**config.mk**
```make
export PLATFORM = sky130hd
export DESIGN_NAME = core_ctrl
export DESIGN_NICKNAME = d
export VERILOG_FILES = /design/src/verilog/core_pkg.sv /design/src/verilog/core_ctrl.sv
export VERILOG_INCLUDE_DIRS = /design/src /design/src/verilog
export SDC_FILE = /design/constraint.sdc
export NUM_CORES = 1
export LEC_CHECK = 0
export ABC_AREA = 1
export BUFFER_PORTS_ARGS = -buffer_cell sky130_fd_sc_hd__buf_4
export CAP_MARGIN = 20
export CORE_ASPECT_RATIO = 0.8
export CORE_UTILIZATION = 27
export DETAILED_ROUTE_END_ITERATION = 10
export HOLD_SLACK_MARGIN = 0.05
export PLACE_DENSITY = 0.8
export SLEW_MARGIN = 30
export SYNTH_ARGS = -nofsm -noshare
export SYNTH_HDL_FRONTEND = slang
export SYNTH_SLANG_ARGS = --single-unit
```
**constraint.sdc**
```tcl
create_clock -name clk -period 1.1 [get_ports clk]
set_input_delay 0.11 -clock clk [delete_from_list [all_inputs] [get_ports clk]]
set_output_delay 0.11 -clock clk [all_outputs]
set_load 0.02 [all_outputs]
```
**src/verilog/core_macros.svh**
```systemverilog
`ifndef CORE_MACROS_SVH
`define CORE_MACROS_SVH

////////////////////////////////////////
// Datapath widths
////////////////////////////////////////

// Register word and ALU width
`define CORE_DATA_W 32

// One instruction word
`define CORE_INSTR_W 16

////////////////////////////////////////
// Address spaces
////////////////////////////////////////

// Instruction memory, 1024 entries
`define CORE_IMEM_AW 10

// Register file, 32 entries
`define CORE_RF_AW 5

// Network packet ID
`define CORE_NET_ID_W 10

`endif
```
**src/verilog/core_pkg.sv**
```systemverilog
`include "core_macros.svh"

package core_pkg;

    // Opcode field
    // Codes not listed here behave as no-ops
    typedef enum logic [5:0] {
        OP_ADDU  = 6'h01,
        OP_SUBU  = 6'h02,
        OP_AND   = 6'h03,
        OP_OR    = 6'h04,
        OP_MOV   = 6'h05,
        OP_BEQZ  = 6'h08,
        OP_BNEQZ = 6'h09,
        OP_JALR  = 6'h0C,
        OP_DONE  = 6'h3F
    } opcode_e;

    // rs_imm is a register number, or a signed branch offset
    typedef struct packed {
        opcode_e                opcode;
        logic [`CORE_RF_AW-1:0] rd;
        logic [`CORE_RF_AW-1:0] rs_imm;
    } instr_s;

    // Network packet operation
    typedef enum logic [1:0] {
        NET_NONE  = 2'd0,
        NET_PC    = 2'd1,
        NET_INSTR = 2'd2,
        NET_REG   = 2'd3
    } net_op_e;

    // Run state of the core
    typedef enum logic [1:0] {
        IDLE = 2'd0,
        RUN  = 2'd1,
        ERR  = 2'd2
    } core_state_e;

    // Instruction carried in the low half of a packet word
    typedef struct packed {
        logic [`CORE_DATA_W-`CORE_INSTR_W-1:0] rsvd;
        instr_s                                instr;
    } net_instr_view_s;

    // Packet data field, either a register value or an instruction
    typedef union packed {
        logic [`CORE_DATA_W-1:0] word;
        net_instr_view_s         view;
    } net_data_u;

endpackage

```
**src/verilog/core_ctrl.sv**
```systemverilog
`timescale 1ns/1ps
`include "core_macros.svh"

module core_ctrl #(
    parameter logic [`CORE_NET_ID_W-1:0] net_id_p = 1
) (
    input  logic                      clk,
    input  logic                      n_reset,
    input  logic [`CORE_NET_ID_W-1:0] net_id_i,
    input  core_pkg::net_op_e         net_op_i,
    input  logic [`CORE_IMEM_AW-1:0]  net_addr_i,
    input  logic [`CORE_DATA_W-1:0]   net_data_i,
    input  logic                      done_seen_i,
    output logic                      imem_wen_o,
    output logic [`CORE_IMEM_AW-1:0]  imem_waddr_o,
    output core_pkg::instr_s          imem_wdata_o,
    output logic                      rf_net_wen_o,
    output logic [`CORE_RF_AW-1:0]    rf_net_addr_o,
    output core_pkg::net_data_u       rf_net_data_o,
    output logic                      start_o,
    output logic [`CORE_IMEM_AW-1:0]  start_pc_o,
    output logic                      run_o,
    output logic                      flush_o,
    output logic                      idle_o,
    output logic                      exception_o
);
    import core_pkg::*;

    core_state_e state_r;
    core_state_e state_n;
    net_data_u   pkt_data;
    logic        pkt_hit;
    logic        pc_cmd;
    logic        instr_cmd;
    logic        reg_cmd;
    logic        bad_pkt;

    ////////////////////////////////////////
    // Packet decode
    ////////////////////////////////////////

    // Only packets addressed to this core count
    assign pkt_hit   = (net_id_i == net_id_p) && (net_op_i != NET_NONE);
    assign pc_cmd    = pkt_hit && (net_op_i == NET_PC);
    assign instr_cmd = pkt_hit && (net_op_i == NET_INSTR);
    assign reg_cmd   = pkt_hit && (net_op_i == NET_REG);
    assign pkt_data  = net_data_i;

    // PC outside IDLE, or a load while running
    assign bad_pkt = (pc_cmd && (state_r != IDLE))
                  || ((instr_cmd || reg_cmd) && (state_r == RUN));

    // Commands only act in IDLE
    assign imem_wen_o    = instr_cmd && (state_r == IDLE);
    assign imem_waddr_o  = net_addr_i;
    assign imem_wdata_o  = pkt_data.view.instr;
    assign rf_net_wen_o  = reg_cmd && (state_r == IDLE);
    assign rf_net_addr_o = net_addr_i[`CORE_RF_AW-1:0];
    assign rf_net_data_o = pkt_data;
    assign start_o       = pc_cmd && (state_r == IDLE);
    assign start_pc_o    = net_addr_i;

    ////////////////////////////////////////
    // Run state machine
    ////////////////////////////////////////

    always_comb
    begin
        state_n = state_r;
        case (state_r)
            IDLE:
                if (start_o)
                    state_n = RUN;
            // Bad packet wins over a DONE in the same cycle
            RUN:
                if (bad_pkt)
                    state_n = ERR;
                else if (done_seen_i)
                    state_n = IDLE;
            // ERR is left only through reset
            default:
                state_n = ERR;
        endcase
    end

    // Clear the pipeline as ERR is entered
    assign flush_o = (state_n == ERR) && (state_r != ERR);
    assign run_o   = (state_r == RUN);
    assign idle_o  = (state_r == IDLE);

    always_ff @(posedge clk)
    begin
        if (!n_reset)
        begin
            state_r     <= IDLE;
            exception_o <= 1'b0;
        end
        else
        begin
            state_r     <= state_n;
            // Sticky until reset
            exception_o <= exception_o || bad_pkt;
        end
    end

endmodule

```
# After elaboration in Yosys (flattened, before gate mapping)
# Index checks and enable logic that the tools add are counted.
dict set report word_totals {
  register_bits 3
  inputBits 57
  out_inout_bits 80
  elab_cells 29
}
dict set report classes {
  n_eq_ne 7
  muxes 4
  n_reduce_logical 16
}
# operator count
set op_table {}
lappend op_table {{$eq A10 B1 Y1 const B} 1}
lappend op_table {{$logic_and A1 B1 Y1} 10}
lappend op_table {{$eq A2 B2 Y1 const B} 3}
lappend op_table {{$mux W2} 3}
lappend op_table {{$eq A2 B1 Y1 const B} 2}
lappend op_table {{$pmux W2 S2} 1}
lappend op_table {{$reduce_bool A2 Y1} 2}
lappend op_table {{$logic_or A1 B1 Y1} 3}
lappend op_table {{$logic_not A2 Y1} 1}
lappend op_table {{$ne A2 B2 Y1 const B} 1}

# Depth between registers and ports, before layout
dict set report logic_depth {
  ltp_word 10
  ltp_mapped 9
  depth_no_buf 9
}

# Worst setup path after synthesis
# No wires, ideal clock.
dict set report synth_timing {
  path_kind {flip-flop to output port}
  start {register state_r[0]}
  end {output imem_wen_o}
  arrival_ns 1.431
  t_required_ns 0.990
  setup_slack_ns -0.441
  path_stages_with_launch 4
  n_path_buf 0
  path_cell_list {dfxtp_1 -> nor2_2 -> nand2_1 -> nor4_1}
}
dict set report synth_between {
  elab_chain_cells 2
}
# item line_no
set synth_lines {}
lappend synth_lines {{start, declared} core_ctrl.sv:29} ;# core_state_e state_r;
lappend synth_lines {{start signal, assigned} core_ctrl.sv:100} ;# state_r <= state_n;
lappend synth_lines {{$logic_not A2 Y1} --}
lappend synth_lines {{named net idle_o} core_ctrl.sv:24} ;# output logic idle_o,
lappend synth_lines {{$logic_and A1 B1 Y1} core_ctrl.sv:54} ;# assign imem_wen_o = instr_cmd && (state_r == IDLE);
lappend synth_lines {{end, declared} core_ctrl.sv:14} ;# output logic imem_wen_o,
# The timed path passes the listed nets, and every way through them passes these cells.

# Worst setup path in the final report
dict set report layout_timing {
  start {register state_r[1]}
  end {register state_r[0]}
}
dict set report layout_between {
  elab_chain_cells 5
  elab_cells_between_ends 10
  classes_between {eq/ne: 1; mux: 3; reduce/logical: 6}
}
# item line_no
set layout_lines {}
lappend layout_lines {{$eq A2 B1 Y1 / $reduce_bool A2 Y1 (equally long branches)} {core_ctrl.sv:51, core_ctrl.sv:70, core_ctrl.sv:50}}
lappend layout_lines {{$logic_and A1 B1 Y1, on equally long branches} {core_ctrl.sv:51, core_ctrl.sv:50}}
lappend layout_lines {{$logic_or A1 B1 Y1} core_ctrl.sv:51} ;# || ((instr_cmd || reg_cmd) && (state_r == RUN));
lappend layout_lines {{$mux W2} core_ctrl.sv:76} ;# if (bad_pkt)
lappend layout_lines {{$pmux W2 S2 *} core_ctrl.sv:70} ;# case (state_r)
# Mark *: on every way between the ends. The rest lies on a longest branch, timed or not.
# A chain may end at the register's enable or synchronous reset.

==> summary.md <==
| Metric | Value |
|---|---|
| Status | finished, violations left |
| Failing checks | setup timing |
| Final Hold Viols | 0 |
| Later-pin clock latency in the skew report | about 0.23 ns |
| Final wirelength | around 1300 um |
| FF-to-FF End | state_r[0] |
| Post-synth top area cell | buf_4 |
| Antenna Nets Post-Route | 0 |
| Min cycle time layout | 1.34 ns |
| CTS Root Cell | clkbuf_4 |
| CP startpoint | state_r[1] |
| Pre-CTS WS | -0.132 ns |
| Worst Setup End Kind | register |
| Crit path kind | register to register |
| DIE AREA | 3160 um^2 |
| CP Cell Sequence | nor2_4 > inv_1 > nand4_1 > buf_4 > buf_4 > buf_4 > buf_4 > nand3_2 > a21oi_1 |
| Avg WL per Cell | roughly 10 um |
| Critical Path RT | ~1.2 ns |
| Total of max-cap violations | 0 |
| Core area | between 2000 and 3000 um^2 |
| Layout cells sized above 1 | a little under 80% |
| Starting Density | between 20% and 30% |
| Largest family of logic cells by synthesized area | buffers and inverters |
| Simple-gate share of the synthesized area | about 15% |
| Final Skew | ~0.0054 ns |
| Clock transition at path regs | ~0.04 ns |
| Post-DP HPWL | just under 900 um |
| Post-synthesis sequential area ratio | under 10% |
| Worst Tran Pin Value | 0.275 ns |
| Vert. Die Dim | 50.4 um |
| TNS Setup | -0.966 ns |
| R2R Setup Slk | -0.24 ns |
| Clock Path Buffers | 2 |
| Port Buffer Count | 21 |
| Fin nets | around 140 |
| RSZ-0062 raised after global routing | true |
| Top cell type's share of synthesized area | between 60 and 70% |
| TritonRoute pass-1 iters | 4 |
| Netlist cell types | 14 |
| Vias in the first global route | 459 |
| Drt via density | about 3.6 |
| Final setup viols | 7 |
| Final period util | 122% |
| Worst-path maximum fanout | 3 |
| Peak VDD IR | 337 uV |
| Post-synthesis compound-gate area fraction | under 10% |
| Arr. time, crit path | 1.47 ns |
| Critical Path Most Common Cell | buf_4 |
| Hold_sp | n_reset |
| First-pass GRT wire length | between 1500 and 2000 um |
| R2r startpoint | state_r[1] |
| Most common cell after layout, fill and taps aside | buf_4 |
| Routed vias | around 440 |
| R2R depth | 9 |
| Post-Syn Area | between 700 and 800 um^2 |
| Syn_nets | about 170 |
| Row count | 17 |
| TritonCTS clock tree | done |
| Post-Synthesis Cells | roughly 120 |
| Hold crit path type | input pin to register |
| Synth Area in Adders | 0% |
| Max Slew Vio Count | 0 |
| Xor/xnor share of the synthesized area | 0% |
| CTS buffer count | 3 |
| H-tree lvl count | 1 |
| Hold path depth | 3 |
| #FFs+latches synth | 3 |
| Residual DRC | 0 |
| Synth top area cells | buf_4 69%, dfxtp_1 7.6%, inv_1 5.7%, nand2_1 3.8%, nor2_1 3.3% |
| Clock Sinks | 3 |
| Io pins | ~140 |
| WHS | between 0.08 and 0.09 ns |
| Final Worst Setup Slack | -0.245 ns |
| Sink of the worst hold path | exception_o |
| Placer's final routability congestion estimate | slightly above 0.8 |
| Fill cell count | between 300 and 400 |
| Initial drt markers | 5 |
| Syn_area_per_cell | about 6.8 um^2 |
| Largest net degree at the start of global routing | 5 |
| CP max stage cell | dfxtp_4 |
| Hold_buf cts | 0 |
| Area added between synthesis and finish | -7.43% |
| Final Util | a little over a quarter |
| Gr usage total | 7.67% |
| Ant. Diodes | 0 |
| Crit path largest cell delay | ~0.37 ns |
| Remaining global-route overflow | 0 |
| Mux share of post-synthesis cell area | 0% |
| Max frequency | 0.744 GHz |
| Register area | around 68 um^2 |
| Max transition margin | between 80% and 90% |
| Leak | approximately 0.37 nW |
| Footprint of the multi-input gates | between 200 and 250 um^2 |
| Most frequent cells in the layout | 28 x buf_4, 8 x inv_1, 8 x buf_6, 5 x nor2_4 |
| Critical Path Start Type | register |
| Initial antenna violation count | 0 |
| Die W | around 63 um |
| PD cells | roughly 500 nW/um^2 |
| Synth Warn # | 0 |
## per-stage QoR
step	instance area, um^2	power (mW)	std cells
3_3_place_gp	553	0.178	111
6_report	733	0.374	122
4_1_cts	671	0.375	120
2_1_floorplan	836	0.517	117
5_1_grt	733	0.400	122
3_5_place_dp	553	0.179	111
## cells in the mapped netlist (all sizes together)
cell    n
inv    12
nor2   10
nand2  10
nor4    1
o21ai   2
dfxtp   3
buf    73
nand3   2
nor3    1
nand4   1
a21oi   2
## repair_timing
action	CTS	global route
buffers inserted	5	2
pin swaps	7	9
gates resized for setup	16	14
setup endpoints to repair	6	8
## routing by layer
| layer | share of wire (%) | up-vias | GRT usage, % |
|---|---|---|---|
| met5 | 0 | - | 0 |
| met4 | 3.3 | 0 | 5.81 |
| met3 | 18 | 8 | 7.27 |
| met2 | 46 | 36 | 11.4 |
| met1 | 33 | 188 | 6.35 |
| li1 | - | 212 | - |
## where the power goes
part | leakage [nW] | internal [mW] | total, mW | switching (mW)
Sequential | 0.0258 | 0.104 | 0.104 | 0.0000109
Combinational | 0.331 | 0.0446 | 0.0762 | 0.0316
Clock | 0.0150 | 0.136 | 0.194 | 0.0575
## flip-flops by register name, summed over array words and instances, names as in the netlist
signal       flops
state_r          2
exception_o      1
## worst max-delay path by stage
stage / endpoint
finish: state_r[0]
global route: state_r[0]
CTS: flush_o
detailed placement: flush_o
global placement: flush_o
floorplan: imem_wen_o
## kinds of logic (layout without fill, tap and decap cells)
logic type             Yosys count  count (layout)
buffers and inverters           85              52
AND/OR/NAND/NOR                 25              25
AO/OA/AOI/OAI                    4               4
flip-flops                       3               3
## worst max-delay path, delay by kind of cell, from the launching register on
kind	cells	cell delay, ns
and+or+nand+nor	3	0.21
AOI/OAI and AO/OA	1	0.05
DFF	1	0.37
buffers and inverters	5	0.58
## area by class of cell
class                      count  area share, %
clock buffer                   4           3.58
timing repair buffer          36           41.0
inverter                      12           6.14
sequential                     3           9.22
multi-input combinational     29           33.6
tap                           38           6.48
(Power assumes the default switching activity.)
